--- src/hdl/chipset_pkg.sv ---
package chipset_pkg;

    // Data and address word
    typedef logic [31:0] word_t;

    typedef enum logic {
        BUS_READ  = 1'b0,
        BUS_WRITE = 1'b1
    } bus_op_e;

    // Decoded target of a request
    typedef enum logic [1:0] {
        REGION_RAM     = 2'd0,
        REGION_DISPLAY = 2'd1,
        REGION_SWITCH  = 2'd2,
        REGION_NONE    = 2'd3
    } region_e;

    // Memory map
    localparam logic [3:0] RAM_REGION_NIBBLE = 4'h1;
    localparam word_t      DISPLAY_ADDR      = 32'hFF00_0000;
    localparam word_t      SWITCH_ADDR       = 32'hFF00_0004;

    // Request from the master
    typedef struct packed {
        bus_op_e    op;
        word_t      addr;
        word_t      write_data;
        logic [3:0] write_mask;
    } bus_req_t;

    // Issue to one target
    typedef struct packed {
        logic       valid;
        bus_op_e    op;
        region_e    region;
        word_t      addr;
        word_t      write_data;
        logic [3:0] write_mask;
    } target_req_t;

    // Marks a read issued in the previous cycle
    typedef struct packed {
        logic    valid;
        region_e region;
    } read_tag_t;

    typedef word_t bus_rsp_t;

endpackage

--- src/hdl/read_merge.sv ---
`timescale 1ns/100ps

module read_merge
    import chipset_pkg::*;
(
    input  wire logic      clk_cpu_i,
    input  wire logic      reset_i,
    input  wire read_tag_t read_tag_i,
    input  wire word_t     ram_data_i,
    input  wire word_t     io_data_i,
    output logic           rsp_valid_o,
    output bus_rsp_t       rsp_o
);

    read_tag_t tag_r;

    // Tag lines up with the targets' registered data
    always_ff @(posedge clk_cpu_i) begin
        if (reset_i) begin
            tag_r <= '0;
        end else begin
            tag_r <= read_tag_i;
        end
    end

    assign rsp_valid_o = tag_r.valid;

    always_comb begin
        rsp_o = '0;
        if (tag_r.valid) begin
            case (tag_r.region)
                REGION_RAM:     rsp_o = ram_data_i;
                REGION_DISPLAY: rsp_o = io_data_i;
                REGION_SWITCH:  rsp_o = io_data_i;
                default:        rsp_o = '0;
            endcase
        end
    end

endmodule

--- config.mk ---
export PLATFORM = sky130hd
export DESIGN_NAME = read_merge
export DESIGN_NICKNAME = d
export VERILOG_FILES = /design/src/hdl/chipset_pkg.sv /design/src/hdl/read_merge.sv
export SDC_FILE = /design/constraint.sdc
export NUM_CORES = 1
export LEC_CHECK = 0
export BUFFER_PORTS_ARGS = -buffer_cell sky130_fd_sc_hd__buf_2
export CORE_MARGIN = 2
export CORE_UTILIZATION = 24
export DETAILED_ROUTE_END_ITERATION = 12
export GPL_TIMING_DRIVEN = 0
export HOLD_SLACK_MARGIN = 0.12
export PLACE_DENSITY = 0.82
export REMOVE_ABC_BUFFERS = 1
export SLEW_MARGIN = 10
export SYNTH_ARGS = -nofsm -noshare
export SYNTH_HDL_FRONTEND = slang
export SYNTH_SLANG_ARGS = --single-unit
export TNS_END_PERCENT = 1
--- constraint.sdc ---
create_clock -name clk_cpu_i -period 1.4 [get_ports clk_cpu_i]
set_clock_uncertainty 0.05 [all_clocks]
set_input_delay 0.28 -clock clk_cpu_i [delete_from_list [all_inputs] [get_ports clk_cpu_i]]
set_output_delay 0.28 -clock clk_cpu_i [all_outputs]
set_load 0.02 [all_outputs]
==> flow_metrics.py <==
metrics = {
    "drt": {
        "firstDrtPassIters": 4,
        "num_vias": 1052,
        "vias_per_cell": 4.848,
        "drtIter0Drc": 14,
        "wl_per_cell_um": 11.97,
        "drc": 0,
        "totalWireLength_mm": 2.598,
        "ant_nets": 0,
    },
    "worst_setup_path": {
        "critPathLaunchType": "register",
        "crit_chain": "inv_2, ha_4, buf_12, a22oi_1, nor2_1, buf_4",
        "path_class": "reg2out",
        "cp_top_family": "buffers and inverters",
        "arrival_ns": 1.42,
        "crit_slowest_cell": "dfxtp_2",
        "worstPathMaxFanout": 16,
        "critical_path_required_ns": 1.07,
        "path_buf_inv": 3,
        "cp-end-kind": "output pin",
        "critPathMaxStageDelay_ns": 0.33,
        "startpoint": "tag_r[1]",
    },
    "floorplan": {
        "die-area_um2": 2806,
        "core_area_um2": 2233,
        "initial_utilization_pct": 25.77,
        "core.rowCount": 17,
        "die_x_um": 52.97,
        "ios": 102,
        "die_height_um": 52.97,
    },
    "cells_and_area": {
        "register_area_um2": 62.56,
        "drive_gt1_share_pct": 71.43,
        "area_growth_syn_to_layout_pct": 128.9,
        "nFillCells": 227,
        "antenna_cells": 0,
        "multi_input_area_um2": 515.5,
        "final_nets": 261,
    },
    "hold_path": {
        "min_path_cells": 2,
        "whs_endpoint": "tag_r[0]",
        "hold_class": "in2reg",
        "min-delay-start": "reset_i",
    },
    "sta": {
        "tightest_slew_ns": 0.3283,
        "finalCriticalPeriod_ns": 1.752,
        "rsz0062_at_grt": "true",
        "fmax_mhz": 570.6,
        "setup_slack_ns": -0.3524,
        "tns_ns": -10.61,
        "holdWs_ns": 0.1775,
        "report.final.slew_viol_count": 0,
        "hold_viol": 0,
        "slew_headroom_pct": 78.10,
        "setup_violations": 32,
        "fin_crit_sh_pct": 125.2,
    },
    "yosys": {
        "synth_cells": 84,
        "ys_ff_latch": 3,
        "ys_warn_count": 0,
        "synth_seq_area_share_pct": 10.43,
        "syn-cell-area_um2": 575.6,
        "synth_cell_types": 10,
        "avgSynthCellArea_um2": 6.852,
    },
    "cts": {
        "cts_buffers": 3,
        "cts_max_path_buffers": 2,
        "htree_levels": 1,
        "cts_tree": "built",
        "clkSinkCount": 3,
        "clk_pin_slew_ns": 0.04,
        "cts_root_buf": "clkbuf_4",
    },
    "grt": {
        "grt_first_pass_wirelength_mm": 3.629,
        "grt_overflow": 0,
        "grt_max_degree": 33,
        "track_usage_pct": 17.23,
        "antenna_found_initial": 0,
        "grt_pass1_vias": 907,
    },
    "placed_design": {
        "finalWeightedCongestion": 0.7107,
        "hpwlAfterDp_mm": 1.666,
        "dp_slack_ns": -0.8280,
        "io_buffers": 101,
    },
    "pwr": {
        "leakagePower_nw": 0.7106,
        "p_per_area_nw_per_um2": 558.3,
        "ir_drop_uv": 476.2,
    },
    "run": {
        "max_cap_viol_count": 0,
    },
    "status": {
        "violations": "negative setup slack",
        "outcome": "finished, violations left",
    },
}
==> state kept, by name (all words and copies together), names as in the netlist <==
signal	cells
rsp_valid_o	1
tag_r	2
==> per-layer routing <==
metal	GRT usage [%]	share of wire [%]	wire [um]	vias to the layer above
li1	-	-	-	519
met5	0	0	0	-
met3	2.542	12	302	0
met2	33.13	50	1297	64
met4	5.128	0	0	0
met1	19.12	38	998	469
==> how the worst max path moves through the flow <==
stage | endpoint | slack, ns | cells after the start
final | rsp_o[26] | -0.35 | 6
after global routing | rsp_o[5] | -0.44 | 6
after CTS | rsp_o[17] | -0.34 | 6
after detailed placement | rsp_o[1] | -0.83 | 5
after global placement | rsp_o[1] | -0.81 | 5
after floorplan | rsp_o[0] | -0.53 | 4
==> metrics by stage <==
step / instance area, um^2 / cells / power (W) / utilization, %
3_3_place_gp: 1033 / 204 / 0.0004534 / 46.27
4_1_cts: 1280 / 217 / 0.0007267 / 57.31
5_1_grt: 1318 / 217 / 0.0007884 / 58.99
6_report: 1318 / 217 / 0.0007356 / 58.99
2_1_floorplan: 493.0 / 75 / 0.0002961 / -
3_5_place_dp: 1033 / 204 / 0.0004579 / 46.27
==> cell type report <==
class                   instances  share of cell area, %
well taps                      28                  2.659
flip-flops and latches          3                  4.748
clock buffers                   4                  1.994
repair buffers                110                  50.90
multi-input cells              70                  39.13
inverters                       2                 0.5698
==> cells in the mapped netlist <==
library cell / count / share of area, %
a22oi_2: 3 / 6.5
buf_6: 6 / 12
ha_1: 2 / 4.3
nand2b_1: 1 / 1.1
nor2_1: 32 / 21
dfxtp_1: 3 / 10
a22oi_1: 29 / 38
nor2b_1: 3 / 3.3
inv_1: 2 / 1.3
buf_2: 3 / 2.6
==> placed cells by master, fill, tap and decap left out <==
cell type / n
clkbuf_1: 1
ha_1: 1
nand2b_4: 1
buf_6: 2
buf_2: 73
dfxtp_2: 2
nor2_1: 32
inv_1: 1
ha_4: 1
a22oi_2: 17
dfxtp_1: 1
buf_12: 1
buf_4: 33
clkbuf_4: 3
inv_2: 1
nor2b_1: 3
a22oi_1: 15
buf_8: 1
==> power breakdown <==
group          switching (W)  internal (W)
Clock              0.0000453      0.000107
Combinational       0.000239      0.000250
Sequential        0.00000359     0.0000913
==> logic make-up (layout without fill, tap and decap cells) <==
logic type | count (synthesis) | in the layout | share of synthesized area [%]
AO/OA/AOI/OAI | 32 | 32 | 44.35
adder cells (fa/ha/maj) | 2 | 2 | 4.347
buffers and inverters | 11 | 116 | 15.65
flip-flops | 3 | 3 | 10.44
AND/OR/NAND/NOR | 36 | 36 | 25.22
==> timing repair <==
| action | 4_1_cts | 5_1_grt |
|---|---|---|
| endpoints found under the setup margin | 32 | 32 |
| resized for setup | 43 | 10 |
| setup buffers | 9 | 0 |
| cloned | 0 | 0 |
| hold buffers | 0 | 0 |
| pin swaps | 1 | 0 |
Power figures use the tool's default switching activity.
