## src/hdl/reset_stretch.sv

```systemverilog
`timescale 1ns/100ps

module reset_stretch #(
    parameter int RESET_CYCLES = 12
) (
    input  wire logic clk_cpu_i,
    input  wire logic reset_async_i,
    output logic      reset_o
);

    localparam logic [RESET_CYCLES-1:0] CHAIN_ONES = {RESET_CYCLES{1'b1}};

    logic [RESET_CYCLES-1:0] chain_r;

    always_ff @(posedge clk_cpu_i) begin
        if (reset_async_i) begin
            // Load ones while the input is held
            {reset_o, chain_r} <= {1'b1, CHAIN_ONES};
        end else begin
            // Drain the ones one per cycle
            {reset_o, chain_r} <= {chain_r, 1'b0};
        end
    end

endmodule

```

## config.mk

```make
export PLATFORM = sky130hd
export DESIGN_NAME = reset_stretch
export DESIGN_NICKNAME = d
export VERILOG_FILES = /design/src/hdl/reset_stretch.sv
export SDC_FILE = /design/constraint.sdc
export NUM_CORES = 1
export LEC_CHECK = 0
export BUFFER_PORTS_ARGS = -buffer_cell sky130_fd_sc_hd__buf_2
export CAP_MARGIN = 10
export CORE_AREA = 2 2 39 41
export CTS_CLUSTER_DIAMETER = 80
export DETAILED_ROUTE_END_ITERATION = 12
export DIE_AREA = 0 0 41 43
export PLACE_DENSITY = 0.37
export REMOVE_ABC_BUFFERS = 1
export SYNTH_ARGS = -nofsm -noshare
export SYNTH_HDL_FRONTEND = slang
export SYNTH_SLANG_ARGS = --single-unit
```

## constraint.sdc

```tcl
create_clock -name clk_cpu_i -period 1.3 [get_ports clk_cpu_i]
set_input_delay 0.39 -clock clk_cpu_i [delete_from_list [all_inputs] [get_ports clk_cpu_i]]
set_output_delay 0.39 -clock clk_cpu_i [all_outputs]
set_load 0.03 [all_outputs]
```

==> results of run 1 <==
==> logic make-up (layout without fill, tap and decap cells) <==
| logic type | Yosys count | after routing | synth area share |
|---|---|---|---|
| buf+inv | 1 | 6 | 0.0147 |
| flops | 13 | 13 | 0.765 |
| simple gates | 12 | 12 | 0.221 |
==> path summary, 6_finish.rpt <==
kind | start | end
max reg2reg | chain_r[9] | chain_r[10]
min | reset_async_i | chain_r[0]
min reg2reg | chain_r[7] | chain_r[8]
max | reset_o | reset_o
==> synth_stat cells, drive strengths merged <==
cell	n	area [um^2]
dfxtp	13	260
or2	12	75.1
clkbuf	1	5.00
==> per-layer routing <==
layer,wire length (um),up-vias,GRT usage
li1,-,86,-
met1,191,79,0.0792
met2,157,3,0.0656
met3,22,0,0.0314
met4,0,0,0.0800
met5,0,-,0
==> flip-flops by register name (all words and copies together), names as in the netlist <==
| register | flops |
|---|---|
| chain_r | 12 |
| reset_o | 1 |
==> stage by stage <==
| stage | hold WS (ps) | cells | util | power (mW) | instance area (um^2) |
|---|---|---|---|---|---|
| floorplan | 383 | 25 | - | 0.417 | 335 |
| global placement | 388 | 43 | 0.264 | 0.423 | 365 |
| detailed placement | 390 | 43 | 0.264 | 0.423 | 365 |
| CTS | 337 | 47 | 0.283 | 0.665 | 392 |
| global route | 342 | 47 | 0.283 | 0.683 | 392 |
| finish | 347 | 47 | 0.283 | 0.651 | 392 |
==> area by class of cell <==
cell class / count / area, um^2 / area share
well taps: 16 / 20.0 / 0.0511
multi-input cells: 12 / 75.1 / 0.192
flip-flops and latches: 13 / 260 / 0.665
repair buffers: 2 / 10.0 / 0.0256
clock buffers: 4 / 26.3 / 0.0671
==> where the power goes <==
part	total (mW)	switching, mW	leakage, nW	internal (mW)
sequential	0.405	0.00114	0.106	0.404
combinational	0.00828	0.00504	0.0171	0.00324
clock	0.237	0.119	0.0150	0.119
total	0.651	0.125	0.138	0.526
==> impl_metrics.yaml, run 1 <==
run_status:
  status: "complete, no violations"
worst_hold_path:
  min_path_type: "primary input to flop"
  holdPathStages: 1
clocking:
  clock_tree.root_cell: "clkbuf_4"
  clock_latency_ps: 260
  cts_resized: 0
  cts_tree: "done"
  clk_pin_slew_ps: 70
  cts.sinks: 13
  post_cts_buffers: 0
  clockBufferDepth: 2
  cts_hold_buffers: 0
  cts_made_buffers: 3
  ctsHtreeMaxLevel: 1
worst_setup_path:
  critPathTopFamily: "flip-flops"
  r2r_slack_ps: 680
  crit_path_max_fanout: 1
  cp.depth: 1
  critPathBufInv: 1
  rr_worst_depth: 1
  cp-start-kind: "flop"
  critical_path.max_stage_delay_ps: 300
  path_cells: "buf_2"
  cpMaxStageDelayCell: "dfxtp_1"
  crit_type: "flop to output port"
  cp.arrival_ps: 750
  endpoint_kind: "output port"
  cp.required_ps: 910
die:
  die_h_um: 43
  initial_core_util: 0.246
  ios: 3
  num_rows: 14
  core_um2: 1380
  dieArea_um2: 1760
  die_x_um: 41
global_route:
  antenna_found_initial: 0
  grt_usage: 0.0638
  grt_pass1_wl_um: 683
  grt_pass1_vias: 176
  grt_overflow: 0
  grt_max_degree: 14
place:
  pre_cts_ws_ps: 393
  place_congestion: 0.543
  io_buffer_count: 2
final_layout:
  layout_commonest_cell: "dfxtp_1"
  fillers: 145
  antenna_cells: 0
  layout-drive-gt1-share: 0.161
  layout.nets: 34
  layout_common_cells: "dfxtp_1 (13), or2_1 (12), clkbuf_4 (3)"
  areaGrowthSynthToFinish_pct: 15.1
route:
  drt-pass1-iter-count: 1
  post_drt_wl_per_cell_um: 7.89
  via_per_inst: 3.57
  drtIter0Drc: 0
  vias: 168
  final_antenna_net_count: 0
  wirelength_um: 371
  drc: 0
power_and_ir_drop:
  power.leakage_nw: 0.138
  peakVddDrop_mv: 0.593
  p_per_area_nw_per_um2: 1660
yosys:
  mappedNetlistArea_um2: 340
  syn_avg_cell_area_um2: 13.1
  synthCells: 26
  ys_warn_count: 0
  synthDistinctLibCells: 3
  ys_seq_area_frac: 0.765
  ys_ff_latch: 13
timing:
  fin_ws_ps: 159
  rsz0062_at_grt: "no"
  fmax_mhz: 876
  fin_crit_sh: 0.878
  slew_viol_final: 0
  slew_headroom: 0.890
  finalSetupTns_ps: 0
  fin_crit_ps: 1140
  finalHoldViolCount: 0
  setup_viol: 0
  skew_ps: 1.07
  tightest_slew_ps: 165
run:
  maxCapViolCount: 0
No activity file was read; power rests on OpenSTA's default activity.
==> run 2: changes to the inputs <==
--- a/config.mk
+++ b/config.mk
@@ -11,7 +11,7 @@
 export CTS_CLUSTER_DIAMETER = 80
 export DETAILED_ROUTE_END_ITERATION = 12
 export DIE_AREA = 0 0 41 43
-export PLACE_DENSITY = 0.37
+export PLACE_DENSITY = 0.46
 export REMOVE_ABC_BUFFERS = 1
 export SYNTH_ARGS = -nofsm -noshare
 export SYNTH_HDL_FRONTEND = slang
==> run 2 against run 1 <==
Effect of this change:
- highest routed layer unchanged
- global-route usage is 0.30 points lower
- clock skew is 1.7 ps higher
- die area stayed put
- combinational power is 4.0% lower
- clock power hardly changed
- worst setup slack worse by 2.9 ps
- flip-flop and latch count stayed put
- via count is 1.8% lower
- fmax is 0.25% lower
- largest cell class unchanged
- first-iteration DRC count stayed put
- hold slack worse by 14 ps
- count of clock-buffer cells in the layout stayed put
==> impl_metrics.yaml, run 2 (synthesis gave the netlist of run 1 again) <==
worst_setup_path:
  crit_path_max_fanout: 1
  endpoint_kind: "output port"
  critPathTopFamily: "flip-flops"
  cpMaxStageDelayCell: "dfxtp_1"
  path_cells: "buf_2"
  cp.arrival_ps: 750
  cp.required_ps: 910
  crit_type: "flop to output port"
  cp-start-kind: "flop"
  critPathBufInv: 1
  critical_path.max_stage_delay_ps: 310
timing:
  skew_ps: 2.75
  setup_viol: 0
  finalHoldViolCount: 0
  slew_viol_final: 0
  finalSetupTns_ps: 0
  fin_ws_ps: 156
  rsz0062_at_grt: "no"
  fin_crit_ps: 1140
  tightest_slew_ps: 146
  hold_slack_ps: 333
  fmax_mhz: 874
  fin_crit_sh: 0.880
  slew_headroom: 0.902
route:
  final_antenna_net_count: 0
  post_drt_wl_per_cell_um: 7.96
  wl_met3_um: 21
  vias: 165
  drc: 0
  top_layer: "met3"
  wirelength_um: 374
  drtIter0Drc: 0
  wl_met1_um: 197
  drt-pass1-iter-count: 1
  wl_met2_um: 155
  via_per_inst: 3.51
clocking:
  cts_hold_buffers: 0
  clockBufferDepth: 2
  post_cts_buffers: 0
  clk_pin_slew_ps: 70
  cts.sinks: 13
  clock_latency_ps: 270
  clock_tree.root_cell: "clkbuf_4"
  cts_tree: "done"
  ctsHtreeMaxLevel: 1
  cts_made_buffers: 3
  cts_resized: 0
place:
  io_buffer_count: 2
  place_congestion: 0.603
  pre_cts_ws_ps: 394
  hpwl_um: 254
final_layout:
  final_util: 0.283
  layout-drive-gt1-share: 0.161
  areaGrowthSynthToFinish_pct: 15.1
  layout.nets: 34
  layout_commonest_cell: "dfxtp_1"
  layout_common_cells: "dfxtp_1 (13), or2_1 (12), clkbuf_4 (3)"
  largest_reg_flops: 12
  antenna_cells: 0
global_route:
  grt_pass1_vias: 154
  grt_overflow: 0
  grt_max_degree: 14
  grt_pass1_wl_um: 648
  antenna_found_initial: 0
  grt_usage: 0.0608
die:
  core_um2: 1380
  initial_core_util: 0.246
  die_h_um: 43
  ios: 3
  num_rows: 14
  die_x_um: 41
  dieArea_um2: 1760
power_and_ir_drop:
  power.leakage_nw: 0.138
  p_per_area_nw_per_um2: 1660
  peakVddDrop_mv: 0.490
worst_hold_path:
  min_path_type: "primary input to flop"
run:
  maxCapViolCount: 0
run_status:
  status: "complete, no violations"
-- run 2: cell type report --
class                      instances  area [um^2]
sequential                        13          260
tap                               16         20.0
timing repair buffer               2         10.0
fill                             141          992
multi-input combinational         12         75.1
clock buffer                       4         26.3
-- run 2: report_power, final --
group	switching, mW	total, mW	leakage (nW)	internal, mW
Combinational	0.00470	0.00795	0.0171	0.00325
Sequential	0.00126	0.406	0.106	0.404
Clock	0.119	0.238	0.0150	0.119
-- run 2: routing by layer --
layer  up-vias  global-route usage
met5         -                   0
met4         0              0.0600
met3         0              0.0314
met2         3              0.0625
met1        74              0.0828
li1         88                   -
-- run 2: per-stage QoR --
stage | total power [mW] | instance area [um^2] | instances
2_1_floorplan | 0.417 | 335 | 25
3_3_place_gp | 0.423 | 365 | 43
3_5_place_dp | 0.423 | 365 | 43
4_1_cts | 0.662 | 392 | 47
5_1_grt | 0.678 | 392 | 47
6_report | 0.652 | 392 | 47
-- run 2: final timing paths --
path                      start    endpoint  slack (ps)  cells past startpoint
hold reg to reg      chain_r[6]  chain_r[7]         400                      1
setup reg to reg     chain_r[2]  chain_r[3]         690                      1
setup / recovery        reset_o     reset_o         160                      1
hold / removal    reset_async_i  chain_r[0]         330                      1
