$ cat src/hdl/chipset_pkg.sv
package chipset_pkg;

    // Data and address word
    typedef logic [31:0] word_t;

    typedef enum logic {
        BUS_READ  = 1'b0,
        BUS_WRITE = 1'b1
    } bus_op_e;

    // Decoded target of a request
    typedef enum logic [1:0] {
        REGION_RAM     = 2'd0,
        REGION_DISPLAY = 2'd1,
        REGION_SWITCH  = 2'd2,
        REGION_NONE    = 2'd3
    } region_e;

    // Memory map
    localparam logic [3:0] RAM_REGION_NIBBLE = 4'h1;
    localparam word_t      DISPLAY_ADDR      = 32'hFF00_0000;
    localparam word_t      SWITCH_ADDR       = 32'hFF00_0004;

    // Request from the master
    typedef struct packed {
        bus_op_e    op;
        word_t      addr;
        word_t      write_data;
        logic [3:0] write_mask;
    } bus_req_t;

    // Issue to one target
    typedef struct packed {
        logic       valid;
        bus_op_e    op;
        region_e    region;
        word_t      addr;
        word_t      write_data;
        logic [3:0] write_mask;
    } target_req_t;

    // Marks a read issued in the previous cycle
    typedef struct packed {
        logic    valid;
        region_e region;
    } read_tag_t;

    typedef word_t bus_rsp_t;

endpackage

$ cat src/hdl/io_devices.sv
`timescale 1ns/100ps

module io_devices
    import chipset_pkg::*;
#(
    parameter int SCAN_DIVISOR = 50000
) (
    input  wire logic        clk_cpu_i,
    input  wire logic        reset_i,
    input  wire target_req_t req_i,
    input  wire logic [15:0] switch_async_i,
    output word_t            read_data_o,
    output logic [7:0]       dsp_anode_o,
    output logic [7:0]       dsp_cathode_o
);

    localparam int DIV_W = (SCAN_DIVISOR > 1) ? $clog2(SCAN_DIVISOR) : 1;

    word_t             display_r;
    logic [15:0]       switch_meta_r;
    logic [15:0]       switch_sync_r;
    logic [DIV_W-1:0]  div_r;
    logic [2:0]        digit_r;
    logic [3:0]        nibble_w;

    // Active-low segments, bit 0 is segment a
    function automatic logic [6:0] hex_segments(input logic [3:0] value);
        logic [6:0] seg;
        case (value)
            4'h0:    seg = 7'b100_0000;
            4'h1:    seg = 7'b111_1001;
            4'h2:    seg = 7'b010_0100;
            4'h3:    seg = 7'b011_0000;
            4'h4:    seg = 7'b001_1001;
            4'h5:    seg = 7'b001_0010;
            4'h6:    seg = 7'b000_0010;
            4'h7:    seg = 7'b111_1000;
            4'h8:    seg = 7'b000_0000;
            4'h9:    seg = 7'b001_0000;
            4'hA:    seg = 7'b000_1000;
            4'hB:    seg = 7'b000_0011;
            4'hC:    seg = 7'b100_0110;
            4'hD:    seg = 7'b010_0001;
            4'hE:    seg = 7'b000_0110;
            default: seg = 7'b000_1110;
        endcase
        return seg;
    endfunction

    always_ff @(posedge clk_cpu_i) begin
        if (reset_i) begin
            display_r <= '0;
        end else if (req_i.valid && (req_i.op == BUS_WRITE) &&
                     (req_i.region == REGION_DISPLAY)) begin
            for (int lane = 0; lane < 4; lane++) begin
                if (req_i.write_mask[lane]) begin
                    display_r[lane*8 +: 8] <= req_i.write_data[lane*8 +: 8];
                end
            end
        end
    end

    // Two-stage switch synchronizer
    always_ff @(posedge clk_cpu_i) begin
        switch_meta_r <= switch_async_i;
        switch_sync_r <= switch_meta_r;
    end

    always_ff @(posedge clk_cpu_i) begin
        case (req_i.region)
            REGION_DISPLAY: read_data_o <= display_r;
            REGION_SWITCH:  read_data_o <= {16'h0000, switch_sync_r};
            default:        read_data_o <= '0;
        endcase
    end

    // Digit scan
    always_ff @(posedge clk_cpu_i) begin
        if (reset_i) begin
            div_r   <= '0;
            digit_r <= '0;
        end else if (div_r == DIV_W'(SCAN_DIVISOR - 1)) begin
            div_r   <= '0;
            digit_r <= digit_r + 3'd1;
        end else begin
            div_r <= div_r + 1'b1;
        end
    end

    assign nibble_w      = display_r[digit_r*4 +: 4];
    assign dsp_anode_o   = ~(8'b0000_0001 << digit_r);
    // Decimal point kept dark
    assign dsp_cathode_o = {1'b1, hex_segments(nibble_w)};

endmodule

$ cat config.mk
export PLATFORM = sky130hd
export DESIGN_NAME = io_devices
export DESIGN_NICKNAME = d
export VERILOG_FILES = /design/src/hdl/chipset_pkg.sv /design/src/hdl/io_devices.sv
export SDC_FILE = /design/constraint.sdc
export NUM_CORES = 1
export LEC_CHECK = 0
export ABC_AREA = 0
export BUFFER_PORTS_ARGS = -buffer_cell sky130_fd_sc_hd__buf_2
export CORE_MARGIN = 1.5
export CORE_UTILIZATION = 46
export CTS_CLUSTER_DIAMETER = 120
export CTS_CLUSTER_SIZE = 24
export DETAILED_ROUTE_END_ITERATION = 8
export PLACE_DENSITY = 0.74
export SYNTH_ARGS = -nofsm -noshare
export SYNTH_HDL_FRONTEND = slang
export SYNTH_SLANG_ARGS = --single-unit
$ cat constraint.sdc
create_clock -name clk_cpu_i -period 5.22 [get_ports clk_cpu_i]
set_input_delay 1.044 -clock clk_cpu_i [delete_from_list [all_inputs] [get_ports clk_cpu_i]]
set_output_delay 1.044 -clock clk_cpu_i [all_outputs]
set_load 0.005 [all_outputs]
==> results.yml, run 1 <==
synth:
  ys_seq_area_share_pct: 54.6
  synth.cell_area_um2: 4220
  synth_top_family_by_area: "simple AND/OR/NAND/NOR gates"
  ys_types: 40
  synthCells: 424
  synth_fp_nets: 529
  yosys.area_share.adder_pct: 4.45
  synthXorXnorAreaFrac_pct: 3.32
  synth-warning-count: 0
  synthArstFlopShare_pct: 0
  synth-compound-area-share_pct: 7.83
  avgSynthCellArea_um2: 9.95
  synth_edf_count: 0
  ys_seq_elements: 115
  synth_ff_type: "dfxtp_1"
  synth_simple_gate_area_share_pct: 17.4
  synth_mux_area_share_pct: 8.48
layout:
  final_core_util_pct: 60.7
  regArea_um2: 2300
  layout.cells.most_common: "dfxtp_1"
  diodes: 0
  postLayoutCellArea_um2: 5350
  fill_cells: 733
  nets: 631
  layout.cells.non_filler: 647
  drive_gt1_share_pct: 27.5
  multi_input_area_um2: 1750
  areaGrowthSynthToFinish_pct: 26.7
  layout_common_cells: "dfxtp_1, buf_2, nand2_1"
sta:
  fmax_mhz: 231
  relSlewSlack_pct: 56.4
  setup_violations: 0
  min_period_over_period_pct: 82.8
  max_slew.worst_pin.slew_ns: 0.654
  finalHoldViolCount: 0
  rsz0062_at_grt: "false"
  setup_tns_ns: 0
  finClkSkew_ns: 0.00688
  min_period_ns: 4.32
  drv_slew: 0
floorplanning:
  core-area_um2: 8810
  rows: 34
  die_x_um: 98.8
  start_util_pct: 47.9
  die_area_um2: 9750
  die_y_um: 98.8
  ios: 138
grt:
  grt_pass1_wl_um: 14600
  antenna_found_initial: 0
  grt.overflow.total: 0
  grt_max_degree: 37
  grt_use_total_pct: 19.5
  grt_pass1_vias: 3071
worst_setup_path:
  r2r-end: "div_r[10]$_SDFF_PP0_"
  arrival_ns: 3.28
  rrSetupSlack_ns: 3.31
  r2r-start: "div_r[0]$_SDFF_PP0_"
  worstSetupPathType: "reg -> out"
  critPathCaptureType: "output port"
  required_ns: 4.18
  reg2reg_depth: 5
  start_kind: "flop"
  startpoint: "digit_r[0]$_SDFFE_PP0N_"
  critPathMaxFanout: 11
run:
  drv_cap: 0
placement:
  port_buffers: 104
  globalplace.congestion: 0.806
  placed_cells: 615
  placed_cell_area_um2: 4770
  dp_hpwl_um: 6420
cts:
  numClockSinks: 115
  htree_levels: 4
  clkTransAtPathRegs_ns: 0.06
  cts_buffers: 17
  ctsHoldBuffers: 0
  cts_repair_resize_count: 0
  cts_setup_buffers: 0
  cts_tree: "built"
  clockRootBuffer: "clkbuf_8"
  insertion_delay_ns: 0.51
  cts_max_path_buffers: 2
route:
  drt_iter0_markers: 129
  wl_per_cell_um: 13.9
  firstDrtPassIters: 7
  via_per_inst: 4.94
  drt-total-wl_um: 9020
  vias: 3193
  drc_errors: 7
  postRouteAntennaNets: 0
pwr:
  power_density_nw_per_um2: 387
  cellLeakagePower_nw: 2.30
  finalPower_mw: 2.07
  peakVddDrop_mv: 0.232
status:
  violations: "DRC"
  outcome: "complete, but fails checks"
min_path:
  hold_class: "reg -> reg"
  hp-start: "switch_meta_r[6]$_DFF_P_"
  hold_path_depth: 0
  min_to: "switch_sync_r[6]$_DFF_P_"
## worst max-delay path: stages, from the launching register on
cell and delay, ns:
dfxtp_1 0.70, mux4_1 0.64, mux2i_1 0.46, inv_1 0.17, ha_1 0.28, inv_1 0.06, mux2i_1 0.06, a22o_2 0.27
buf_2 0.12
## power by group
part / leakage [nW] / internal [mW] / switching [mW]
Clock: 0.269 / 0.682 / 0.408
Sequential: 0.941 / 0.901 / 0.00847
Combinational: 1.09 / 0.0321 / 0.0379
Total: 2.30 / 1.62 / 0.455
## cells in the mapped netlist, drive strengths merged, types with 2 or more instances
cell    count  share of area [%]
nor4        5               0.74
nand3       8               0.95
mux2        3               0.89
nand4       4               0.59
mux2i      10                3.0
nor2       38                3.4
o21ai       2               0.24
nor3        3               0.36
and3        3               0.45
a22oi      16                2.8
nand2      77                6.9
and2       20                3.0
inv        15                1.3
dfxtp     115                 55
ha         15                4.4
a21oi      33                3.9
buf         7                1.2
mux4        8                4.6
xor2        2               0.42
clkbuf     15                1.3
xnor2      14                2.9
## cells by family (layout without fill, tap and decap cells)
| group | Yosys count | in the layout |
|---|---|---|
| XOR/XNOR | 16 | 16 |
| adder cells (fa/ha/maj) | 15 | 15 |
| buffers and inverters | 37 | 152 |
| AO/OA/AOI/OAI | 55 | 55 |
| AND/OR/NAND/NOR | 164 | 164 |
| flip-flops | 115 | 115 |
| multiplexers | 21 | 21 |
| other | 1 | 1 |
## how the worst max path moves through the flow
stage	endpoint	slack [ns]	cells after the start
2_1_floorplan	dsp_cathode_o[4]	2.02	7
4_1_cts	dsp_cathode_o[5]	0.84	8
3_3_place_gp	dsp_cathode_o[4]	1.40	7
3_5_place_dp	dsp_cathode_o[5]	1.39	8
5_1_grt	dsp_cathode_o[5]	0.63	8
6_report	dsp_cathode_o[5]	0.90	8
## flip-flops by register name, summed over array words and instances (netlist names)
signal         flops
switch_sync_r     16
digit_r            3
div_r             16
read_data_o       32
display_r         32
switch_meta_r     16
## area by class of cell
type | instances | share of cell area [%]
Sequential cell | 115 | 43.1
Clock buffer | 18 | 7.82
Tap cell | 108 | 2.53
Clock inverter | 14 | 2.86
Multi-Input combinational cell | 272 | 32.8
Inverter | 15 | 1.05
Timing Repair Buffer | 105 | 9.88
## per-stage QoR
| stage | hold slack [ns] | setup WS (ns) |
|---|---|---|
| 3_3_place_gp | 0.311 | 1.40 |
| 6_report | 0.326 | 0.898 |
| 2_1_floorplan | 0.310 | 2.02 |
| 4_1_cts | 0.325 | 0.844 |
| 3_5_place_dp | 0.312 | 1.39 |
| 5_1_grt | 0.331 | 0.632 |
## per-layer routing
metal  part of all wire, %  track usage (%)
met5                     0                0
met4                  0.77             7.25
met2                    50             32.6
met3                   5.5             6.60
met1                    44             23.3
No activity file was read; power rests on OpenSTA's default activity.
==> inputs of run 2 (changes only) <==
--- a/config.mk
+++ b/config.mk
@@ -5,14 +5,14 @@
 export SDC_FILE = /design/constraint.sdc
 export NUM_CORES = 1
 export LEC_CHECK = 0
-export ABC_AREA = 0
+export ABC_AREA = 1
 export BUFFER_PORTS_ARGS = -buffer_cell sky130_fd_sc_hd__buf_2
 export CORE_MARGIN = 1.5
 export CORE_UTILIZATION = 46
 export CTS_CLUSTER_DIAMETER = 120
 export CTS_CLUSTER_SIZE = 24
 export DETAILED_ROUTE_END_ITERATION = 8
-export PLACE_DENSITY = 0.74
+export PLACE_DENSITY = 0.76
 export SYNTH_ARGS = -nofsm -noshare
 export SYNTH_HDL_FRONTEND = slang
 export SYNTH_SLANG_ARGS = --single-unit
==> constraint.sdc (replaced) <==
create_clock -name clk_cpu_i -period 3.6 [get_ports clk_cpu_i]
set_input_delay 0.72 -clock clk_cpu_i [delete_from_list [all_inputs] [get_ports clk_cpu_i]]
set_output_delay 0.72 -clock clk_cpu_i [all_outputs]
set_load 0.005 [all_outputs]
==> run 2 against run 1 <==
Compared with the run above:
- the run now ends clean
- clock power grew 40%
- total power grew 44%
- utilization shrank 0.71 points
- highest routed layer unchanged
==> results.yml, run 2 <==
floorplanning:
  die_area_um2: 10300
  core-area_um2: 9330
  rows: 35
  ios: 138
  die_y_um: 101
  die_x_um: 101
  start_util_pct: 47.7
sta:
  relSlewSlack_pct: 43.9
  rsz0062_at_grt: "false"
  max_slew.worst_pin.slew_ns: 0.840
  min_period_over_period_pct: 88.4
  fmax_mhz: 314
  drv_slew: 0
  hold-worst-slack_ns: 0.308
  setup_violations: 0
  finalHoldViolCount: 0
  min_period_ns: 3.18
  finClkSkew_ns: 0.00768
  setup_tns_ns: 0
route:
  postRouteAntennaNets: 0
  drt-total-wl_um: 10300
  wl_per_cell_um: 12.6
  firstDrtPassIters: 5
  drt_iter0_markers: 293
  drc_errors: 0
  via_per_inst: 4.87
  vias: 3972
synth:
  synthCells: 570
  yosys.area_share.adder_pct: 4.21
  synth.cell_area_um2: 4450
  synth_fp_nets: 675
  synth_commonest_cells: "nand2_1, dfxtp_1, inv_1"
  synth_simple_gate_area_share_pct: 23.7
  synthArstFlopShare_pct: 0
  synth.area.top_cells: "dfxtp_1, nand2_1, a21oi_1, inv_1, ha_1"
  yosysTopAreaCell: "dfxtp_1"
  synth_ff_type: "dfxtp_1"
  synthMostInstantiatedCell: "nand2_1"
  ys_types: 27
  ys_seq_area_share_pct: 51.7
  synth_edf_count: 0
  synth_top_cell_area_share_pct: 51.7
  synthXorXnorAreaFrac_pct: 0.197
  ys_seq_elements: 115
  avgSynthCellArea_um2: 7.81
  synth_mux_area_share_pct: 0
  synth-compound-area-share_pct: 11.0
  synth-warning-count: 0
  synth_top_family_by_area: "simple AND/OR/NAND/NOR gates"
cts:
  cts_buffers: 17
  cts_tree: "built"
  insertion_delay_ns: 0.51
  cts_repair_resize_count: 0
  ctsHoldBuffers: 0
  clockRootBuffer: "clkbuf_8"
  htree_levels: 4
  cts_max_path_buffers: 2
  clkTransAtPathRegs_ns: 0.06
  numClockSinks: 115
  cts_setup_buffers: 0
placement:
  dp_hpwl_um: 7360
  port_buffers: 104
  globalplace.congestion: 0.840
layout:
  layout.cells.most_common: "nand2_1"
  drive_gt1_share_pct: 23.3
  diodes: 0
  top_regs: "display_r: 32 flops, read_data_o: 32 flops"
  final_core_util_pct: 60.0
  nets: 780
  areaGrowthSynthToFinish_pct: 25.7
  layout_common_cells: "nand2_1, dfxtp_1, buf_2"
worst_setup_path:
  required_ns: 2.88
  worstSetupPathType: "reg -> out"
  critPathMaxFanout: 15
  start_kind: "flop"
  rrSetupSlack_ns: 2.02
  arrival_ns: 2.46
  critPathCaptureType: "output port"
pwr:
  p_clk_share_pct: 51.5
  p_comb_share_pct: 4.0
  seqPwrFrac_pct: 44.5
  netSwitchingFraction_pct: 23.5
  intPower_mw: 2.28
  finalPower_mw: 2.98
  power_density_nw_per_um2: 532
  switching_power_uw: 701
  peakVddDrop_mv: 0.315
  cellLeakagePower_nw: 2.60
grt:
  grt_util_met1_pct: 26.0
  busiest_layer: "met2"
  grt_use_total_pct: 21.7
  grt.overflow.total: 0
  antenna_found_initial: 0
  grt_use_met2_pct: 36.7
  grt_pass1_wl_um: 17300
  grt_pass1_vias: 3866
  grt_use_met3_pct: 5.80
  grt_max_degree: 34
status:
  outcome: "completed"
run:
  drv_cap: 0
min_path:
  hold_class: "in -> reg"
-- run 2: cell count changes after synthesis, moves of 8 or more --
cell / delta
a22oi_1: -16
nor2_1: -11
nand2_1: +71
o21ai_0: +35
nand3_1: +26
inv_1: +57
and2_1: -20
a21oi_1: +26
xnor2_1: -14
mux2i_1: -8
-- run 2: logic make-up (layout without fill, tap and decap cells) --
group | after synthesis | after routing
XOR/XNOR | 1 | 1
AND/OR/NAND/NOR | 242 | 242
adder cells (fa/ha/maj) | 15 | 15
flip-flops | 115 | 115
other | 1 | 1
buffers and inverters | 99 | 216
AO/OA/AOI/OAI | 97 | 97
-- run 2: worst paths after layout --
| path | start | endpoint | cells past startpoint |
|---|---|---|---|
| min reg2reg | switch_meta_r[14]$_DFF_P_ | switch_sync_r[14]$_DFF_P_ | 0 |
| min | switch_async_i[4] | switch_meta_r[4]$_DFF_P_ | 1 |
| max | digit_r[0]$_SDFFE_PP0N_ | dsp_cathode_o[6] | 13 |
| max reg2reg | digit_r[2]$_SDFFE_PP0N_ | digit_r[2]$_SDFFE_PP0N_ | 4 |
-- run 2: power groups by stage --
stage	clock network [mW]	logic, mW	registers, mW
after floorplan	0	0.0629	1.35
after global placement	0	0.117	1.35
after detailed placement	0	0.120	1.35
after CTS	1.54	0.122	1.32
after global routing	1.61	0.138	1.33
final	1.53	0.120	1.32
-- run 2: through the flow --
step	setup WS, ns	area (µm²)	instances
2_1_floorplan	1.37	4450	570
3_3_place_gp	1.02	5050	785
3_5_place_dp	0.986	5050	785
4_1_cts	0.423	5600	816
5_1_grt	0.173	5600	816
6_report	0.416	5600	816
-- run 2: final cells by class --
| cell class | instances | area, µm² |
|---|---|---|
| Clock buffer | 17 | 414 |
| Clock inverter | 14 | 133 |
| Fill cell | 815 | 3730 |
| Inverter | 77 | 289 |
| Multi-Input combinational cell | 356 | 1750 |
| Sequential cell | 115 | 2300 |
| Tap cell | 129 | 161 |
| Timing Repair Buffer | 108 | 551 |
-- run 2: worst max-delay path, cell delays in order, from the launching register on --
cell	delay [ns]
dfxtp_1	0.31
buf_4	0.17
inv_2	0.23
nand2_1	0.09
nand3_1	0.10
nand3_1	0.09
nand2_1	0.19
inv_1	0.12
ha_1	0.22
nand3_1	0.13
nand2_1	0.07
nand2_1	0.05
nand2_1	0.05
buf_2	0.12
-- run 2: metal layers --
| metal | routed length [µm] | part of all wire (%) |
|---|---|---|
| met1 | 4450 | 43 |
| met2 | 4960 | 48 |
| met3 | 699 | 6.8 |
| met4 | 198 | 1.9 |
| met5 | 0 | 0 |
