==> src/hdl/chipset_pkg.sv <==
package chipset_pkg;

    // Data and address word
    typedef logic [31:0] word_t;

    typedef enum logic {
        BUS_READ  = 1'b0,
        BUS_WRITE = 1'b1
    } bus_op_e;

    // Decoded target of a request
    typedef enum logic [1:0] {
        REGION_RAM     = 2'd0,
        REGION_DISPLAY = 2'd1,
        REGION_SWITCH  = 2'd2,
        REGION_NONE    = 2'd3
    } region_e;

    // Memory map
    localparam logic [3:0] RAM_REGION_NIBBLE = 4'h1;
    localparam word_t      DISPLAY_ADDR      = 32'hFF00_0000;
    localparam word_t      SWITCH_ADDR       = 32'hFF00_0004;

    // Request from the master
    typedef struct packed {
        bus_op_e    op;
        word_t      addr;
        word_t      write_data;
        logic [3:0] write_mask;
    } bus_req_t;

    // Issue to one target
    typedef struct packed {
        logic       valid;
        bus_op_e    op;
        region_e    region;
        word_t      addr;
        word_t      write_data;
        logic [3:0] write_mask;
    } target_req_t;

    // Marks a read issued in the previous cycle
    typedef struct packed {
        logic    valid;
        region_e region;
    } read_tag_t;

    typedef word_t bus_rsp_t;

endpackage

==> src/hdl/bus_decoder.sv <==
`timescale 1ns/100ps

module bus_decoder
    import chipset_pkg::*;
#(
    parameter int REQ_DEPTH   = 4,
    parameter int RSP_CREDITS = 2
) (
    input  wire logic      clk_cpu_i,
    input  wire logic      reset_i,
    input  wire logic      req_valid_i,
    input  wire bus_req_t  req_i,
    output logic           req_credit_o,
    input  wire logic      rsp_credit_i,
    output target_req_t    ram_req_o,
    output target_req_t    io_req_o,
    output read_tag_t      read_tag_o
);

    localparam int PTR_W = (REQ_DEPTH > 1) ? $clog2(REQ_DEPTH) : 1;
    localparam int CNT_W = $clog2(REQ_DEPTH + 1);
    localparam int RCW   = $clog2(RSP_CREDITS + 1);

    bus_req_t             queue_r [REQ_DEPTH];
    logic     [PTR_W-1:0] wr_ptr_r;
    logic     [PTR_W-1:0] rd_ptr_r;
    logic     [CNT_W-1:0] count_r;
    logic     [CNT_W-1:0] owed_r;
    logic     [RCW-1:0]   rsp_cred_r;

    bus_req_t    head_w;
    region_e     head_region_w;
    logic        pop_w;
    logic        read_pop_w;
    logic        credit_pulse_w;
    target_req_t issue_w;

    function automatic region_e decode_region(input word_t addr);
        region_e region;
        if (addr[31:28] == RAM_REGION_NIBBLE) begin
            region = REGION_RAM;
        end else if (addr == DISPLAY_ADDR) begin
            region = REGION_DISPLAY;
        end else if (addr == SWITCH_ADDR) begin
            region = REGION_SWITCH;
        end else begin
            region = REGION_NONE;
        end
        return region;
    endfunction

    function automatic logic [PTR_W-1:0] next_ptr(input logic [PTR_W-1:0] ptr);
        return (ptr == PTR_W'(REQ_DEPTH - 1)) ? '0 : ptr + 1'b1;
    endfunction

    assign head_w        = queue_r[rd_ptr_r];
    assign head_region_w = decode_region(head_w.addr);

    // Reads need a response slot, writes go straight through
    assign pop_w      = (count_r != '0) && ((head_w.op == BUS_WRITE) || (rsp_cred_r != '0));
    assign read_pop_w = pop_w && (head_w.op == BUS_READ);

    // Owed credits cover the initial grant and every popped slot
    assign credit_pulse_w = (owed_r != '0) || pop_w;

    always_ff @(posedge clk_cpu_i) begin
        if (req_valid_i) begin
            queue_r[wr_ptr_r] <= req_i;
        end
    end

    always_ff @(posedge clk_cpu_i) begin
        if (reset_i) begin
            wr_ptr_r     <= '0;
            rd_ptr_r     <= '0;
            count_r      <= '0;
            owed_r       <= CNT_W'(REQ_DEPTH);
            rsp_cred_r   <= RCW'(RSP_CREDITS);
            req_credit_o <= 1'b0;
        end else begin
            if (req_valid_i) begin
                wr_ptr_r <= next_ptr(wr_ptr_r);
            end
            if (pop_w) begin
                rd_ptr_r <= next_ptr(rd_ptr_r);
            end
            count_r      <= count_r + CNT_W'(req_valid_i) - CNT_W'(pop_w);
            owed_r       <= owed_r + CNT_W'(pop_w) - CNT_W'(credit_pulse_w);
            rsp_cred_r   <= rsp_cred_r + RCW'(rsp_credit_i) - RCW'(read_pop_w);
            req_credit_o <= credit_pulse_w;
        end
    end

    always_comb begin
        issue_w.valid      = 1'b0;
        issue_w.op         = head_w.op;
        issue_w.region     = head_region_w;
        issue_w.addr       = head_w.addr;
        issue_w.write_data = head_w.write_data;
        issue_w.write_mask = head_w.write_mask;

        ram_req_o       = issue_w;
        ram_req_o.valid = pop_w && (head_region_w == REGION_RAM);

        io_req_o       = issue_w;
        io_req_o.valid = pop_w && ((head_region_w == REGION_DISPLAY) ||
                                   (head_region_w == REGION_SWITCH));

        // Unmapped reads are tagged too so they return zero in order
        read_tag_o.valid  = read_pop_w;
        read_tag_o.region = head_region_w;
    end

endmodule

==> config.mk <==
export PLATFORM = sky130hd
export DESIGN_NAME = bus_decoder
export DESIGN_NICKNAME = d
export VERILOG_FILES = /design/src/hdl/chipset_pkg.sv /design/src/hdl/bus_decoder.sv
export SDC_FILE = /design/constraint.sdc
export NUM_CORES = 1
export LEC_CHECK = 0
export BUFFER_PORTS_ARGS = -buffer_cell sky130_fd_sc_hd__buf_2
export CORE_MARGIN = 10
export CORE_UTILIZATION = 45
export CTS_CLUSTER_SIZE = 16
export DETAILED_ROUTE_END_ITERATION = 7
export PLACE_DENSITY = 0.67
export SETUP_SLACK_MARGIN = 0.15
export SLEW_MARGIN = 30
export SYNTH_ARGS = -nofsm -noshare
export SYNTH_HDL_FRONTEND = slang
export SYNTH_SLANG_ARGS = --single-unit
==> constraint.sdc <==
create_clock -name clk_cpu_i -period 3.2 [get_ports clk_cpu_i]
set_input_delay 0.16 -clock clk_cpu_i [delete_from_list [all_inputs] [get_ports clk_cpu_i]]
set_output_delay 0.16 -clock clk_cpu_i [all_outputs]
set_load 0.03 [all_outputs]
==> impl_metrics.env, run 1 <==
export IMPL_status="finished with violations"
export IMPL_violations="negative setup slack"
export IMPL_grt_pass1_wl_mm=39.02
export IMPL_internal_power_mw=8.557
export IMPL_drt_first_iter_violations=315
export IMPL_critPathMaxFanout=6
export IMPL_fp_dieW_um=179.6
export IMPL_drt_total_wl_mm=25.32
export IMPL_setup_viol=2
export IMPL_rsz0062_at_grt="true"
export IMPL_clock_sinks=291
export IMPL_regArea_um2=8596
export IMPL_utilization=0.5755
export IMPL_path_class="reg -> out"
export IMPL_worst_slack_ns=-0.1178
export IMPL_ys_warn_count=0
export IMPL_critPathCaptureType="output pin"
export IMPL_p_per_area_nw_per_um2=951.9
export IMPL_dp_cells=1001
export IMPL_critPathLaunchType="register"
export IMPL_drv_cap=0
export IMPL_start_util=0.4567
export IMPL_synth_seq_cells=291
export IMPL_syn_area_um2=11470
export IMPL_cts_root_buf="clkbuf_16"
export IMPL_die_h_um=179.6
export IMPL_final_hold_viol_count=0
export IMPL_p_comb_frac=0.404
export IMPL_antenna_found_initial=2
export IMPL_syn_nets=613
export IMPL_portBuffers=220
export IMPL_timing_final_crit_share=1.037
export IMPL_firstDrtPassIters=5
export IMPL_cts_buffers=30
export IMPL_io_pin_count=221
export IMPL_wire_per_inst_um=22.15
export IMPL_dp_hpwl_mm=15.94
export IMPL_clock_skew_ns=0.02705
export IMPL_insertion_delay_ns=0.57
export IMPL_p_sw_frac=0.3779
export IMPL_reg2reg_setup_slack_ns=0.31
export IMPL_synth_seq_area_share=0.7489
export IMPL_p_leak_nw=5.196
export IMPL_num_fill_cells=1898
export IMPL_die_area_um2=32270
export IMPL_grt_util_all_layers=0.1522
export IMPL_worst_pin_slew_ns=0.7944
export IMPL_synth_cell_types=36
export IMPL_p_seq_frac=0.331
export IMPL_vias_per_cell=5.108
export IMPL_grt_ovfl_total=0
export IMPL_ant_nets=0
export IMPL_dpl_cell_area_um2=12500
export IMPL_slew_viol_final=0
export IMPL_fmax_ghz=0.3014
export IMPL_fin_crit_ns=3.318
export IMPL_p_switching_mw=5.199
export IMPL_core_area_um2=25110
export IMPL_grt_max_degree=47
export IMPL_drive_gt1_frac=0.4575
export IMPL_arrival_ns=3.16
export IMPL_syn_to_final_growth_pct=26.01
export IMPL_fp_row_count=58
export IMPL_required_ns=3.04
export IMPL_cts_buffer_depth=3
export IMPL_route_detailed_drc=0
export IMPL_finalPower_mw=13.76
export IMPL_p_clk_frac=0.265
export IMPL_ir_drop_v=0.0006605
export IMPL_cts_tree="built"
export IMPL_hp_class="in -> reg"
export IMPL_final_net_count=873
export IMPL_fin_area_um2=14450
export IMPL_clkTransAtPathRegs_ns=0.07
export IMPL_gp_congestion=0.7385
export IMPL_route_vias_total=5839
export IMPL_multi_input_area_um2=2192
export IMPL_relSlewSlack=0.4704
export IMPL_avgSynthCellArea_um2=21.76
export IMPL_instances_no_fill=1143
export IMPL_setup_tns_ns=-0.1271
export IMPL_syn_inst=527
export IMPL_grt_pass1_vias=6502
export IMPL_cts_htree_levels=1
[power by group through the flow]
stage | registers [mW] | logic, mW | clock network, mW
floorplan | 4.56 | 4.43 | 0
global placement | 4.69 | 5.16 | 0
detailed placement | 4.72 | 5.19 | 0
CTS | 4.55 | 5.62 | 3.73
global route | 4.57 | 5.91 | 3.90
finish | 4.55 | 5.55 | 3.65
[cell families (layout without fill, tap and decap cells)]
kind of cell             after synthesis  after routing  synth area share
AO/OA/AOI/OAI                          8              8          0.005018
XOR/XNOR                               6              6          0.004582
other                                  0              2                 0
multiplexers                          71             71            0.1422
adder cells (fa/ha/maj)               13             13           0.01549
flip-flops                           291            291            0.7489
buffers and inverters                101            385           0.06219
AND/OR/NAND/NOR                       37             37           0.02171
[path summary, 6_finish.rpt]
path | cells past startpoint | from | to
setup / recovery | 8 | register | io_req_o[71]
hold / removal | 2 | req_i[48] | queue_r[2][48]
setup reg to reg | 12 | register | count_r[2]
hold reg to reg | 2 | rd_ptr_r[0] | register
[routing by layer]
| layer | up-vias | part of all wire | GRT usage | routed length, um |
|---|---|---|---|---|
| met4 | 0 | 0.018 | 0.03606 | 446 |
| met3 | 35 | 0.074 | 0.04056 | 1862 |
| li1 | 2593 | - | - | - |
| met2 | 228 | 0.49 | 0.2549 | 12280 |
| met1 | 2983 | 0.42 | 0.1941 | 10730 |
| met5 | - | 0 | 0 | 0 |
[cells in the mapped netlist]
cell type  instances  share of area
a21oi_1            3         0.0013
a31o_1             2         0.0015
a31oi_1            2         0.0011
and2_1             6         0.0033
and4_1             1        0.00076
buf_1              1        0.00033
buf_12             1         0.0017
buf_2              6         0.0026
buf_4             75          0.049
buf_6              1        0.00098
buf_8              1         0.0013
clkbuf_1           4         0.0013
clkbuf_8           1         0.0012
dfxtp_1           15          0.026
edfxtp_1         276           0.72
fa_1               2         0.0035
ha_1              11          0.012
inv_1             11         0.0036
mux2i_1            2         0.0017
mux4_1            15          0.034
mux4_2            54           0.11
nand2_1            3        0.00098
nand2b_1           2         0.0011
nand4_1            1        0.00055
nand4b_1           1        0.00076
nor2_1             8         0.0026
nor2b_1            4         0.0022
nor3_1             2        0.00087
nor4_1             2         0.0011
nor4_4             1         0.0019
nor4b_2            2         0.0026
o31ai_2            1         0.0011
or3_1              2         0.0011
or4_4              2         0.0020
xnor2_1            4         0.0031
xor2_1             2         0.0015
[state kept, by name, indices dropped and copies added (netlist names), named ones only]
name,cells
queue_r,276
rsp_cred_r,2
req_credit_o,1
wr_ptr_r,2
owed_r,3
count_r,3
rd_ptr_r,2
[final cells by class]
class | count | area share
Sequential cell | 291 | 0.5948
Multi-Input combinational cell | 135 | 0.1517
Timing Repair Buffer | 318 | 0.1489
Clock buffer | 33 | 0.05273
Tap cell | 330 | 0.02857
Clock inverter | 23 | 0.02009
Inverter | 11 | 0.002857
Antenna cell | 2 | 0.0003463
[worst max-delay path, cell delays in order, from the launching register on]
cell	delay, ns
dfxtp_4	0.40
buf_12	0.13
mux4_2	0.50
or4_4	0.58
nor4_4	0.29
a31o_1	0.20
ha_1	0.23
and2_4	0.14
buf_6	0.13
[metrics by stage]
stage	worst slack [ns]	hold WS, ns
floorplan	0.1698	0.2316
CTS	-0.1362	0.3225
global route	-0.2432	0.3323
global placement	0.1788	0.3675
detailed placement	0.04133	0.3764
finish	-0.1178	0.3344
[what timing repair did]
item                                   in CTS  in global routing
pin swaps                                   3                  1
hold buffers                               73                  0
gates resized for setup                    17                  3
setup endpoints to repair                   8                  9
endpoints found under the hold margin     289                  0
setup buffers                               9                  2
[cells in the final DEF, fill, tap and decap left out, drive strengths merged, types with 3 or more instances in the layout]
master,count
buf,245
clkbuf,33
nor2b,4
dlygate4sd3,73
xnor2,4
nor4,3
ha,11
a21oi,3
nand2,3
nor2,8
inv,12
clkinv,14
and2,6
bufinv,6
mux4,69
dfxtp,15
edfxtp,276
(Power assumes the default switching activity.)
==> inputs of run 2 (changes only) <==
--- a/config.mk
+++ b/config.mk
@@ -5,6 +5,7 @@
 export SDC_FILE = /design/constraint.sdc
 export NUM_CORES = 1
 export LEC_CHECK = 0
+export ABC_AREA = 1
 export BUFFER_PORTS_ARGS = -buffer_cell sky130_fd_sc_hd__buf_2
 export CORE_MARGIN = 10
 export CORE_UTILIZATION = 45
==> run 2 against run 1 <==
Net effect:
- the flow now finishes without violations
- wire length grew 12%
- highest routed layer unchanged
- final cell count rose by 39%
- largest power group unchanged
- clock power fell by 4%
- global-route usage up 0.80 points
- worst setup slack better by 0.46 ns
- count of clock-buffer cells in the layout up 5
==> impl_metrics.env, run 2 <==
export IMPL_largest_reg_flops=276
export IMPL_path_class="reg -> out"
export IMPL_clock_skew_ns=0.008785
export IMPL_async_reset_ff_frac=0
export IMPL_drive_gt1_frac=0.2462
export IMPL_synth_common_cells="276 x edfxtp_1, 207 x nand2_1, 102 x nor2_1"
export IMPL_p_seq_frac=0.320
export IMPL_grt_pass1_vias=7954
export IMPL_setup_viol=0
export IMPL_internal_power_mw=8.209
export IMPL_route_vias_total=7867
export IMPL_hp_class="in -> reg"
export IMPL_rsz0062_at_grt="false"
export IMPL_reg2reg_depth=14
export IMPL_synth_seq_cells=291
export IMPL_timing_final_crit_share=0.8916
export IMPL_grt_util_all_layers=0.1603
export IMPL_p_switching_mw=5.900
export IMPL_route_detailed_drc=0
export IMPL_mostFrequentLayoutCells="276 x edfxtp_1, 219 x buf_2, 205 x nand2_1, 99 x nor2_1, 77 x o21ai_0"
export IMPL_p_sw_frac=0.4182
export IMPL_p_comb_frac=0.431
export IMPL_core_area_um2=26210
export IMPL_clock_sinks=291
export IMPL_wire_per_inst_um=17.74
export IMPL_fp_dieW_um=183.7
export IMPL_num_fill_cells=2111
export IMPL_io_pin_count=221
export IMPL_status="finished, final reports clean"
export IMPL_cts_root_buf="clkbuf_16"
export IMPL_p_per_area_nw_per_um2=947.9
export IMPL_antenna_found_initial=2
export IMPL_cts_htree_levels=1
export IMPL_gp_congestion=0.7679
export IMPL_cts_tree="built"
export IMPL_regMostFlops="queue_r"
export IMPL_synth_most_common_cell="edfxtp_1"
export IMPL_ys_warn_count=0
export IMPL_drt_total_wl_mm=28.24
export IMPL_fmax_ghz=0.3505
export IMPL_firstDrtPassIters=5
export IMPL_required_ns=3.04
export IMPL_syn_nets=1088
export IMPL_cts_buffer_depth=3
export IMPL_start_util=0.4603
export IMPL_die_h_um=183.7
export IMPL_worst_pin_slew_ns=0.5534
export IMPL_grt_pass1_wl_mm=42.97
export IMPL_ant_nets=0
export IMPL_avgSynthCellArea_um2=12.04
export IMPL_ir_drop_v=0.0005084
export IMPL_syn_inst=1002
export IMPL_final_common_cell="edfxtp_1"
export IMPL_dp_cells=1456
export IMPL_drt_first_iter_violations=452
export IMPL_instances_no_fill=1592
export IMPL_arrival_ns=2.69
export IMPL_p_leak_nw=5.998
export IMPL_syn_area_um2=12060
export IMPL_grt_max_degree=70
export IMPL_drv_cap=0
export IMPL_critPathCaptureType="output pin"
export IMPL_yosys_area_top_type_share=0.6870
export IMPL_syn_to_final_growth_pct=23.38
export IMPL_whs_path_depth=3
export IMPL_insertion_delay_ns=0.54
export IMPL_synth_ff_type="edfxtp_1"
export IMPL_setup_tns_ns=0
export IMPL_synth_top_cells_by_area="edfxtp_1 69%, nand2_1 6.4%, buf_4 4.8%"
export IMPL_relSlewSlack=0.6311
export IMPL_synth_top_area_cell="edfxtp_1"
export IMPL_slew_viol_final=0
export IMPL_final_hold_viol_count=0
export IMPL_fin_crit_ns=2.853
export IMPL_die_area_um2=33760
export IMPL_p_clk_frac=0.249
export IMPL_grt_ovfl_total=0
export IMPL_reg_largest_list="queue_r: 276 flops, count_r: 3 flops, owed_r: 3 flops"
export IMPL_vias_per_cell=4.942
export IMPL_final_net_count=1318
export IMPL_cts_buffers=30
export IMPL_portBuffers=220
export IMPL_synth_seq_area_share=0.7119
export IMPL_synth_edf_count=276
export IMPL_critPathLaunchType="register"
export IMPL_dp_hpwl_mm=17.17
export IMPL_fp_row_count=59
export IMPL_critPathMaxFanout=33
export IMPL_synth_cell_types=23
export IMPL_clkTransAtPathRegs_ns=0.06
-- run 2: cell types whose count changed after synthesis, moves of 7 or more --
cell      before  now
nand2_1        3  207
nor2_1         8  102
o21ai_0        0   77
inv_1         11   72
nand3_1        0   61
mux4_2        54    0
o22ai_1        0   36
clkbuf_1       4   23
mux4_1        15    0
buf_2          6   13
-- run 2: cells by family after synthesis --
family,synth area share
buffers and inverters,0.09023
DFF,0.7119
AOI/OAI and AO/OA,0.05435
xor gates and xnor gates,0.002904
adders and majority gates,0.01473
and+or+nand+nor,0.1259
-- run 2: cell type report --
cell class	instances	area (um^2)	share of cell area
clock buffers	38	802.0	0.05388
clock inverters	17	206.4	0.01387
inverters	74	295.3	0.01984
flip-flops and latches	291	8596	0.5775
diodes	2	5.005	0.0003362
repair buffers	318	2157	0.1449
multi-input cells	517	2404	0.1615
well taps	335	419.2	0.02816
-- run 2: worst max-delay path, stage by stage (launching register included) --
cell and delay (ns):
dfxtp_4 0.39, buf_4 0.17, clkbuf_16 0.21, o21ai_1 0.14, nand2_1 0.06, nand2_1 0.13, nand2_1 0.07, nor2_1 0.10
nand2_1 0.07, nor2_2 0.14, nand2_1 0.07, nand2_1 0.07, ha_1 0.22, inv_1 0.06, nor2_1 0.04, buf_2 0.19
-- run 2: through the flow --
| stage | hold slack (ns) | setup slack, ns | utilization | area (um^2) | power (mW) |
|---|---|---|---|---|---|
| 2_1_floorplan | 0.2589 | 0.8005 | - | 12060 | 9.371 |
| 3_3_place_gp | 0.3749 | 0.6832 | 0.4957 | 12990 | 10.36 |
| 6_report | 0.02754 | 0.3470 | 0.5680 | 14880 | 14.11 |
| 3_5_place_dp | 0.3765 | 0.6169 | 0.4957 | 12990 | 10.43 |
| 5_1_grt | 0.04291 | 0.1619 | 0.5680 | 14880 | 14.83 |
| 4_1_cts | 0.003612 | 0.2264 | 0.5641 | 14780 | 14.13 |
-- run 2: layer usage --
metal  track usage  up-vias  share of wire
met2        0.2803      239           0.50
met3       0.03142       45          0.061
met5             0        -              0
met4       0.05244        0          0.025
li1              -     3825              -
met1        0.1949     3758           0.41
-- run 2: final timing paths --
path / slack [ns] / end / from
worst min register to register: 0.54 / register / rd_ptr_r[0]
worst max register to register: 0.48 / count_r[2] / register
worst max-delay path: 0.35 / io_req_o[71] / register
worst min-delay path: 0.03 / wr_ptr_r[1] / req_valid_i
-- run 2: power by group through the flow --
stage	sequential [mW]	combinational (mW)	clock [mW]
after floorplan	4.54	4.83	0
after global placement	4.60	5.76	0
after detailed placement	4.60	5.82	0
after CTS	4.50	6.05	3.59
after global routing	4.53	6.56	3.74
final	4.51	6.08	3.51
-- run 2: what timing repair did --
action,4_1_cts,5_1_grt
hold buffers,71,0
hold endpoints to repair,284,0
endpoints found under the setup margin,2,2
gates resized for setup,2,17
setup buffers,4,1
pin swaps,0,1
gates cloned,1,2
